## src/common/cachePkg.sv

```systemverilog
package cachePkg;

    localparam int numSets = 8;

    typedef logic [31:0] wordT;
    typedef logic [25:0] tagT;
    typedef logic [2:0] indexT;

    // tag | index | word | byte
    typedef struct packed {
        tagT tag;
        indexT index;
        logic wordSel;
        logic [1:0] byteOff;
    } addrFields;

    typedef union packed {
        wordT raw;
        addrFields f;
    } cacheAddr;

    typedef struct packed {
        logic valid;
        logic dirty;
        tagT tag;
        wordT [1:0] words;
    } cacheFrame;

    typedef struct packed {
        logic we;          // word write
        indexT index;
        logic wordSel;
        wordT data;
        logic setValid;    // also loads newTag
        logic setDirty;
        logic clearDirty;
        tagT newTag;
    } wayOp;

endpackage

```

## src/common/busPkg.sv

```systemverilog
package busPkg;

    // datapath side
    typedef struct packed {
        logic readEn;
        logic writeEn;
        logic halt;
        cachePkg::cacheAddr addr;
        cachePkg::wordT store;
    } dpReq;

    typedef struct packed {
        logic dhit;
        logic flushed;
        cachePkg::wordT load;
    } dpResp;

    // memory side
    typedef struct packed {
        logic dREN;
        logic dWEN;
        cachePkg::cacheAddr addr;
        cachePkg::wordT store;
    } memReq;

    typedef struct packed {
        logic dwait;
        cachePkg::wordT load;
    } memResp;

endpackage

```

## src/dcache/cacheController.sv

```systemverilog
`timescale 1ns/1ps

module cacheController (
    input  logic CLK,
    input  logic nRST,
    input  busPkg::dpReq req,
    output busPkg::dpResp resp,
    output busPkg::memReq memOut,
    input  busPkg::memResp memIn,
    output cachePkg::indexT readIndex,
    output cachePkg::tagT lookupTag,
    output cachePkg::wayOp [1:0] wayOps,
    input  logic hitWay,
    input  logic victimWay,
    input  logic [1:0] hits,
    input  cachePkg::wordT hitWord,
    input  cachePkg::cacheFrame victim,
    output logic touch,
    output logic touchWay,
    output logic wordSel
);
    typedef enum logic [2:0] {
        IDLE,
        WB0,
        WB1,
        FETCH1,
        FETCH2,
        FLUSH,
        DONE
    } stateT;

    stateT state;
    stateT nextState;
    cachePkg::cacheAddr missAddr;
    cachePkg::wordT missStore;
    logic missWrite;
    logic latchReq;
    logic flushMode;
    logic [3:0] sweepPtr;   // {way, set}
    logic [3:0] nextSweep;
    logic lastFrame;
    logic wbSel;
    logic fillSel;

    always_ff @(posedge CLK, negedge nRST) begin
        if (!nRST) begin
            state <= IDLE;
            flushMode <= 1'b0;
            sweepPtr <= '0;
            missWrite <= 1'b0;
        end else begin
            state <= nextState;
            sweepPtr <= nextSweep;
            if (state == IDLE && req.halt) begin
                flushMode <= 1'b1;
            end
            if (latchReq) begin
                missWrite <= req.writeEn;
            end
        end
    end

    always_ff @(posedge CLK) begin
        if (latchReq) begin
            missAddr <= req.addr;
            missStore <= req.store;
        end
    end

    // request fields go straight through while idle
    assign readIndex = (state == IDLE) ? req.addr.f.index
                     : flushMode ? sweepPtr[2:0] : missAddr.f.index;
    assign lookupTag = (state == IDLE) ? req.addr.f.tag : missAddr.f.tag;
    assign wordSel = (state == IDLE) ? req.addr.f.wordSel : missAddr.f.wordSel;

    assign lastFrame = (sweepPtr == 4'hF);
    assign wbSel = (state == WB1);
    assign fillSel = missAddr.f.wordSel ^ (state == FETCH2); // requested word first

    always_comb begin
        nextState = state;
        nextSweep = sweepPtr;
        latchReq = 1'b0;
        touch = 1'b0;
        touchWay = hitWay;
        memOut = '0;
        wayOps = '0;
        for (int i = 0; i < 2; i++) begin
            wayOps[i].index = readIndex;
        end
        resp = '0;
        resp.flushed = (state == DONE);
        resp.load = (state == FETCH2) ? victim.words[missAddr.f.wordSel] : hitWord;

        case (state)
            IDLE: begin
                if (req.halt) begin
                    nextState = FLUSH;
                end else if (req.readEn || req.writeEn) begin
                    if (|hits) begin
                        resp.dhit = 1'b1;
                        touch = 1'b1;
                        if (req.writeEn) begin
                            wayOps[hitWay].we = 1'b1;
                            wayOps[hitWay].wordSel = req.addr.f.wordSel;
                            wayOps[hitWay].data = req.store;
                            wayOps[hitWay].setDirty = 1'b1;
                        end
                    end else begin
                        latchReq = 1'b1;
                        nextState = (victim.valid && victim.dirty) ? WB0 : FETCH1;
                    end
                end
            end
            WB0, WB1: begin
                memOut.dWEN = 1'b1;
                memOut.addr.f.tag = victim.tag;
                memOut.addr.f.index = readIndex;
                memOut.addr.f.wordSel = wbSel;
                memOut.store = victim.words[wbSel];
                if (!memIn.dwait) begin
                    if (state == WB0) begin
                        nextState = WB1;
                    end else if (flushMode) begin
                        wayOps[victimWay].clearDirty = 1'b1;
                        nextSweep = sweepPtr + 4'd1;
                        nextState = lastFrame ? DONE : FLUSH;
                    end else begin
                        nextState = FETCH1;
                    end
                end
            end
            FETCH1, FETCH2: begin
                memOut.dREN = 1'b1;
                memOut.addr.raw = {missAddr.raw[31:3], fillSel, 2'b00};
                if (!memIn.dwait) begin
                    wayOps[victimWay].we = 1'b1;
                    wayOps[victimWay].wordSel = fillSel;
                    wayOps[victimWay].data = memIn.load;
                    if (state == FETCH1) begin
                        if (missWrite) begin
                            wayOps[victimWay].data = missStore; // store replaces fetched word
                        end
                        nextState = FETCH2;
                    end else begin
                        wayOps[victimWay].setValid = 1'b1;
                        wayOps[victimWay].newTag = missAddr.f.tag;
                        wayOps[victimWay].setDirty = missWrite;
                        wayOps[victimWay].clearDirty = ~missWrite;
                        resp.dhit = 1'b1;
                        touch = 1'b1;
                        touchWay = victimWay;
                        nextState = IDLE;
                    end
                end
            end
            FLUSH: begin
                if (victimWay != sweepPtr[3]) begin
                    touch = 1'b1;
                    touchWay = ~sweepPtr[3]; // swept way shows on the victim port next cycle
                end else if (victim.valid && victim.dirty) begin
                    nextState = WB0;
                end else begin
                    nextSweep = sweepPtr + 4'd1;
                    nextState = lastFrame ? DONE : FLUSH;
                end
            end
            DONE: begin
                nextState = DONE; // held until reset
            end
            default: begin
                nextState = IDLE;
            end
        endcase
    end

endmodule

```

## src/dcache/cacheWay.sv

```systemverilog
`timescale 1ns/1ps

module cacheWay (
    input  logic CLK,
    input  logic nRST,
    input  cachePkg::indexT readIndex,
    input  cachePkg::tagT lookupTag,
    input  cachePkg::wayOp op,
    output cachePkg::cacheFrame frame,
    output logic hit
);
    logic [cachePkg::numSets-1:0] valid;
    logic [cachePkg::numSets-1:0] dirty;
    cachePkg::tagT tags [cachePkg::numSets];
    cachePkg::wordT [1:0] data [cachePkg::numSets];

    // status bits
    always_ff @(posedge CLK, negedge nRST) begin
        if (!nRST) begin
            valid <= '0;
            dirty <= '0;
        end else begin
            if (op.setValid) begin
                valid[op.index] <= 1'b1;
            end
            if (op.setDirty) begin
                dirty[op.index] <= 1'b1;
            end else if (op.clearDirty) begin
                dirty[op.index] <= 1'b0;
            end
        end
    end

    // tag and block storage
    always_ff @(posedge CLK) begin
        if (op.we) begin
            data[op.index][op.wordSel] <= op.data;
        end
        if (op.setValid) begin
            tags[op.index] <= op.newTag;
        end
    end

    always_comb begin
        frame.valid = valid[readIndex];
        frame.dirty = dirty[readIndex];
        frame.tag = tags[readIndex];
        frame.words = data[readIndex];
    end

    assign hit = frame.valid && (frame.tag == lookupTag);

endmodule

```

## src/dcache/dcacheTop.sv

```systemverilog
`timescale 1ns/1ps

module dcacheTop (
    input  logic CLK,
    input  logic nRST,
    input  busPkg::dpReq dpReqIn,
    output busPkg::dpResp dpRespOut,
    output busPkg::memReq memReqOut,
    input  busPkg::memResp memRespIn
);
    cachePkg::indexT readIndex;
    cachePkg::tagT lookupTag;
    cachePkg::wayOp [1:0] wayOps;
    cachePkg::cacheFrame [1:0] frames;
    cachePkg::cacheFrame victim;
    cachePkg::wordT hitWord;
    logic [1:0] hits;
    logic hitWay;
    logic victimWay;
    logic touch;
    logic touchWay;
    logic wordSel;

    cacheController ctrl0 (
        .CLK(CLK),
        .nRST(nRST),
        .req(dpReqIn),
        .resp(dpRespOut),
        .memOut(memReqOut),
        .memIn(memRespIn),
        .readIndex(readIndex),
        .lookupTag(lookupTag),
        .wayOps(wayOps),
        .hitWay(hitWay),
        .victimWay(victimWay),
        .hits(hits),
        .hitWord(hitWord),
        .victim(victim),
        .touch(touch),
        .touchWay(touchWay),
        .wordSel(wordSel)
    );

    for (genvar g = 0; g < 2; g++) begin : gWay
        cacheWay way (
            .CLK(CLK),
            .nRST(nRST),
            .readIndex(readIndex),
            .lookupTag(lookupTag),
            .op(wayOps[g]),
            .frame(frames[g]),
            .hit(hits[g])
        );
    end

    wayReplace repl0 (
        .CLK(CLK),
        .nRST(nRST),
        .readIndex(readIndex),
        .frames(frames),
        .hits(hits),
        .wordSel(wordSel),
        .touch(touch),
        .touchWay(touchWay),
        .hitWay(hitWay),
        .hitWord(hitWord),
        .victimWay(victimWay),
        .victim(victim)
    );

endmodule

```

## src/dcache/wayReplace.sv

```systemverilog
`timescale 1ns/1ps

module wayReplace (
    input  logic CLK,
    input  logic nRST,
    input  cachePkg::indexT readIndex,
    input  cachePkg::cacheFrame [1:0] frames,
    input  logic [1:0] hits,
    input  logic wordSel,
    input  logic touch,
    input  logic touchWay,
    output logic hitWay,
    output cachePkg::wordT hitWord,
    output logic victimWay,
    output cachePkg::cacheFrame victim
);
    logic [cachePkg::numSets-1:0] lru; // holds the least recent way per set

    always_ff @(posedge CLK, negedge nRST) begin
        if (!nRST) begin
            lru <= '0;
        end else if (touch) begin
            lru[readIndex] <= ~touchWay; // other way becomes lru
        end
    end

    assign hitWay = hits[1] & ~hits[0];
    assign hitWord = frames[hitWay].words[wordSel];

    assign victimWay = lru[readIndex];
    assign victim = frames[victimWay];

endmodule

```

## config.mk

```make
export PLATFORM = sky130hd
export DESIGN_NAME = dcacheTop
export DESIGN_NICKNAME = d
export VERILOG_FILES = /design/src/common/cachePkg.sv /design/src/common/busPkg.sv /design/src/dcache/cacheController.sv /design/src/dcache/cacheWay.sv /design/src/dcache/dcacheTop.sv /design/src/dcache/wayReplace.sv
export SDC_FILE = /design/constraint.sdc
export NUM_CORES = 2
export LEC_CHECK = 0
export BUFFER_PORTS_ARGS = -buffer_cell sky130_fd_sc_hd__buf_4
export CAP_MARGIN = 10
export CORE_UTILIZATION = 50
export DETAILED_ROUTE_END_ITERATION = 7
export PLACE_DENSITY = 0.66
export SYNTH_ARGS = -nofsm -noshare
export SYNTH_HDL_FRONTEND = slang
export SYNTH_SLANG_ARGS = --single-unit
```

## constraint.sdc

```tcl
create_clock -name CLK -period 9.4 [get_ports CLK]
set_input_delay 1.88 -clock CLK [delete_from_list [all_inputs] [get_ports CLK]]
set_output_delay 1.88 -clock CLK [all_outputs]
set_load 0.03 [all_outputs]
```

---- Word level (Yosys, flattened, before mapping) ----
Memories as Yosys holds them, arrays and structs flattened.
Index checks and enable logic that the tools add are counted.
cells by class
  add/subtract/negate cells ............... 1
  order comparisons ....................... 17
  equality and inequality tests ........... 18
  multiplexer cells ....................... 133
  bitwise operators ....................... 14
  reduce and logical (&&, ||, !) cells .... 21
operator list
  operator                                 count
  132-bit bitwise mux                      13
  132-bit two-way mux                      10
  66-bit demux with 1-bit select           11
  132-bit one-hot mux with 3 select lines  1
  32-bit two-way mux                       10
  64-bit two-way mux                       4
  92-bit two-way mux                       2
  66-bit two-way mux                       2
  62-bit two-way mux                       2
  61-bit two-way mux                       2
  32-bit demux with 1-bit select           2
  30-bit one-hot mux with 2 select lines   1
  28-bit two-way mux                       2
  26-bit equality test                     2
  26-bit two-way mux                       2
  3-bit two-way mux                        12
  8-bit two-way mux                        4
  8-bit bitwise OR                         4
  1-bit two-way mux                        30
  29-bit two-way mux                       1
  27-bit two-way mux                       1
  4-bit two-way mux                        5
  8-bit bitwise AND                        2
  8-bit NOT                                2
  other kinds (31)                         77
storage, ports and cells
  register bits after elaboration ......... 113
  bits in writable memories ............... 1440
  input port bits ......................... 102
  output and inout bits ................... 100
  word-level logic and storage cells ...... 219
  memories ................................ 4
memory list
  name              depth  bits a word  rd ports  clocked after memory_dff  wr ports  RTL line        RTL
  gWay[0].way.data  8      64           1         0                         1         cacheWay.sv:15  cachePkg::wordT [1:0] data [cachePkg::numSets];
  gWay[1].way.data  8      64           1         0                         1         cacheWay.sv:15
  gWay[0].way.tags  8      26           1         0                         1         cacheWay.sv:14  cachePkg::tagT tags [cachePkg::numSets];
  gWay[1].way.tags  8      26           1         0                         1         cacheWay.sv:14

---- Depth between registers and ports, before layout ----
  depth after elaboration ................. 28
  gate-level depth with buffers ........... 21

---- By module ----
From an unflattened synthesis, not the netlist that was laid out.
second synthesis, totals
  cells, all modules ...................... 3357
  area total of the unflattened synthesis .. 65176.3 µm²
by module, submodules not included
  module                  instances  cells an instance  area each (µm²)  sequential area each (µm²)
  cacheWay (gWay[1].way)  1          1262               28379.7          22021.1
  cacheWay (gWay[0].way)  1          1261               28374.7          22021.1
  cacheController         1          650                5843.1           2087.0
  wayReplace              1          184                2578.7           200.2

---- Worst setup path after synthesis ----
OpenSTA, ideal clock, no wires.
  path kind ............................... in2reg
  from .................................... input port dpReqIn[35] in the netlist's numbering
  to ...................................... register ctrl0.missWrite
  setup time .............................. 0.088 ns
  arrival ................................. 9.729 ns
  required time ........................... 9.312 ns
  path slack .............................. -0.416 ns
  cell stages on the path ................. 15
  path buffers ............................ 5
  cell sequence ........................... clkbuf_1 -> nor4_4 -> clkbuf_1 -> buf_2 -> buf_1 -> clkbuf_1 -> a211oi_1 -> a221oi_1 -> nor4_2 -> xnor2_1 -> nor3_1 -> nand4_1 -> nor4_2 -> nor3b_1 -> mux2_2
between the ends
  cells in the longest elaborated chain, start to end .. 9
  elaborated cells on any way between the ends .. 16
ends and longest elaborated chain
  item                                                                                   RTL line                        RTL
  from (decl)                                                                            dcacheTop.sv:6                  input busPkg::dpReq dpReqIn,
  3-bit two-way mux (*)                                                                  cacheController.sv:71           assign readIndex = (state == IDLE) ? req.addr.f.index
  memory 8 x 26 bit / 1-bit binary-select mux with 3-bit select (equally long branches)  --
  26-bit equality test / 1-bit two-way mux (equally long branches)                       cacheWay.sv:51, cacheWay.sv:45
  1-bit logical AND                                                                      cacheWay.sv:51                  assign hit = frame.valid && (frame.tag == lookupTag);
  2-bit OR reduction (*)                                                                 cacheController.sv:100          if (|hits) begin
  1-bit two-way mux (*)                                                                  cacheController.sv:100
  1-bit two-way mux (*)                                                                  cacheController.sv:99           end else if (req.readEn || req.writeEn) begin
  1-bit two-way mux (*)                                                                  cacheController.sv:97           if (req.halt) begin
  1-bit two-way mux (*)                                                                  cacheController.sv:95           case (state)
  named net ctrl0.latchReq                                                               cacheController.sv:37           logic latchReq;
  to (signal assigned)                                                                   cacheController.sv:58           missWrite <= req.writeEn;
  to (decl)                                                                              cacheController.sv:36           logic missWrite;
Mark *: on every way through the listed nets, which the timed path passes. The rest lies on a longest branch. The select of a mux whose other input is x is not followed.
A chain may end at the register's enable or synchronous reset.

==> impl_results.md <==
* Clk buf depth at 3
* Final worst slack at 0.180 ns
* Routability cong. at 0.933
* Failing checks: DRC
* PD cells at approximately 370 nW/µm²
* Crit path kind: input port to output port
* Clock sinks at 1551
* Worst-path clk slew at 0.06 ns
* Worst r2r dst: gWay[1].way.data[3][53]
* Core ar. at 127000 µm²
* Antenna viol nets, final at 0
* Final Setup Violations at 0
* Max VDD drop at 0.341 mV
* Relative slew slack at approximately 16%
* Via count at 42100
* H-Tree Depth at 4
* Number of placed I/O pins at around 200
* Period utilization at around 98%
* Global route overflow at 0
* RR Startpoint: ctrl0.state[1]
* TritonCTS buffer count at approximately 160
* Yosys reg bits at 1551
* Largest net degree at the start of global routing at 129
* Rows at approximately 130
* PortBufs at 197
* Area added between synthesis and finish at 13.9%
* Hold WC Path Type: flip-flop to flip-flop
* Register area share after synthesis at 72.3%
* P_leak at 0.0251 µW
* Cells resized by post-CTS repair at 0
* Cells after synthesis at 4299
* Unrepaired setup endpoints after global routing: no
* Detailed Route Iter0 Violations at 5890
* Peak Freq at 0.108 GHz
* Minimum clock period at between 9 and 10 ns
* R2R cell count at 14
* Fin Setup TNS at 0 ns
* WHS Endpoint: gWay[0].way.valid[0]
* Per-cell routed wire length at 31.8 µm
* WHS at 0.470 ns
* Min-Delay Path Depth at 1
* Worst EP required at approximately 7.5 ns
* Initial antenna violation count at 6
* Nets@finish at 4601
* Die height at between 300 and 400 µm
* CP Max Fanout at 36
* Total GRT Usage at 30.2%
* First-pass GRT wire length at 283000 µm
* Top_reg_cell synth: edfxtp_1
* # Max-Cap Violations at 0
* Fin. Hold Viols at 0
* Worst slew pin tran at 1.26 ns
* Hold_sp: gWay[0].way.valid[0]
* Number of synthesis warnings at 0
* R2R Setup Slk at between 2 and 2.5 ns
* FFs w/ async S/R, synth at 3.16%
* Slew Limit Fails at 0
* DRT Wirelength at approximately 200000 µm
* Status: complete, but fails checks
* Starting Density at 50.3%
* Layout cells sized above 1 at 15.7%
* Unique cell type count in the Yosys netlist at 77
* Worst Path Arrival at 7.34 ns
* Hpwl dp at 112000 µm
* Post-CTS Hold Fix Bufs at 0
* Drt drc at 6
* Vias in the first global route at between 30000 and 40000
* CTS root buf: clkbuf_16
* Vias per cell at roughly 6.7
* CP startpoint kind: input port
* Die width at around 360 µm
* Element type at the critical path end: output port
* TritonCTS clock tree: yes
* First drt pass iteration count at 8
* Post-synth EDFFs at 1502
* Post-Route Skew at between 0.03 and 0.04 ns
* Placement Setup Slack at around 0.41 ns
* Cell area after synthesis at 64100 µm²
* Die Footprint at 130000 µm²
* Post-CTS Setup Repair Bufs at 0
* Clock latency on the worst-skew pair at 0.80 ns
* Syn_area_per_cell at 14.9 µm²
-- through the flow --
stage          cell area (µm²)  power (µW)  instances  utilization, %
6_report                 73000       27300       6278            57.3
5_1_grt                  73000       28200       6277            57.3
4_1_cts                  73000       27000       6276            57.3
3_5_place_dp             68100       21100       6001            53.5
3_3_place_gp             68100       21000       6001            53.5
2_1_floorplan            64100       16200       4300               -
-- area by class of cell --
| type | count | area [µm²] |
|---|---|---|
| inverters | 145 | 544 |
| well taps | 1662 | 2080 |
| repair buffers | 369 | 2920 |
| fillers | 9778 | 54400 |
| flip-flops and latches | 1551 | 46300 |
| clock inverters | 84 | 718 |
| diodes | 1 | 2.50 |
| clock buffers | 191 | 4150 |
| multi-input cells | 2275 | 16300 |
-- how the worst max path moves through the flow --
stage | to | depth (start not counted) | from
final | dpRespOut[18] | 15 | dpReqIn[35]
after global routing | dpRespOut[18] | 15 | dpReqIn[35]
after CTS | dpRespOut[18] | 15 | dpReqIn[35]
after detailed placement | dpRespOut[18] | 15 | dpReqIn[35]
after global placement | dpRespOut[18] | 15 | dpReqIn[35]
after floorplan | gWay[1].way.data[0][0] | 16 | dpReqIn[35]
-- registers in the layout, summed over array words and instances (netlist names), named ones only --
signal	flops
ctrl0.flushMode	1
ctrl0.missWrite	1
ctrl0.sweepPtr	4
ctrl0.missAddr	30
repl0.lru	8
gWay.way.tags	416
ctrl0.missStore	32
ctrl0.state	3
gWay.way.valid	16
gWay.way.data	1024
-- metal layers --
layer / GRT usage [%] / vias to the layer above / routed length, µm / share of wire [%]
met2: 45.5 / 2831 / 89700 / 45
met5: 0 / - / 0 / 0
li1: - / 17600 / - / -
met3: 6.59 / 388 / 24500 / 12
met4: 10.9 / 0 / 6890 / 3.5
met1: 43.5 / 21300 / 78600 / 39
-- cells by family after synthesis --
group | count (synthesis) | share of synthesized area, %
AND/OR/NAND/NOR | 755 | 5.89
XOR/XNOR | 55 | 0.751
flip-flops | 1551 | 72.3
other | 1 | 0.00585
AO/OA/AOI/OAI | 1187 | 13.6
adder cells (fa/ha/maj) | 1 | 0.0195
buffers and inverters | 475 | 3.11
multiplexers | 274 | 4.33
-- synth_stat cells, drive strengths merged, types with 6 or more instances --
master   count  area [µm²]
edfxtp    1502       45100
nand2      356        1340
mux2i      261        2630
a21oi      257        1300
a22oi      244        1840
clkbuf     234         878
a221oi     171        1500
a211oi     157        1200
inv        145         544
and3       131         820
a22o       105         920
buf         96         573
nor2        82         313
o21ai       80         404
a222oi      56         561
xnor2       51         447
dfrtp       49        1230
and4        33         289
nor4        33         274
a2111oi     31         333
and2        26         163
nor3        24         125
o22ai       23         144
or2         18         113
o211ai      17         128
nand3       16        90.1
mux2        13         150
nand4       10        62.6
nor3b        6        45.0
o22a         6        52.6
or4          6        48.8
-- cell usage in the layout, fill, tap and decap left out, drive strengths merged, types with 51 or more instances in the layout --
master / count
edfxtp: 1502
buf: 369
nand2: 356
mux2i: 261
a21oi: 257
a22oi: 244
clkbuf: 191
a221oi: 171
a211oi: 157
inv: 150
and3: 131
a22o: 105
nor2: 82
o21ai: 80
clkinv: 69
a222oi: 56
xnor2: 51
-- critical path, stage by stage --
cell	delay, ns
buf_4	0.17
nor4_4	0.82
a21o_4	0.54
buf_12	0.30
a221oi_1	0.11
nor4_1	0.80
xnor2_1	0.28
nor4_1	0.31
nand4_1	0.11
or3_1	0.49
and2_2	0.29
buf_12	0.22
mux2i_1	0.16
a21oi_1	0.50
buf_4	0.27
-- report_power, final --
| part | switching [µW] | total [µW] | internal [µW] |
|---|---|---|---|
| clock network | 2630 | 5990 | 3360 |
| registers | 153 | 8270 | 8120 |
| logic | 8870 | 13100 | 4180 |
Note: power is estimated with default switching activity, not from simulation.
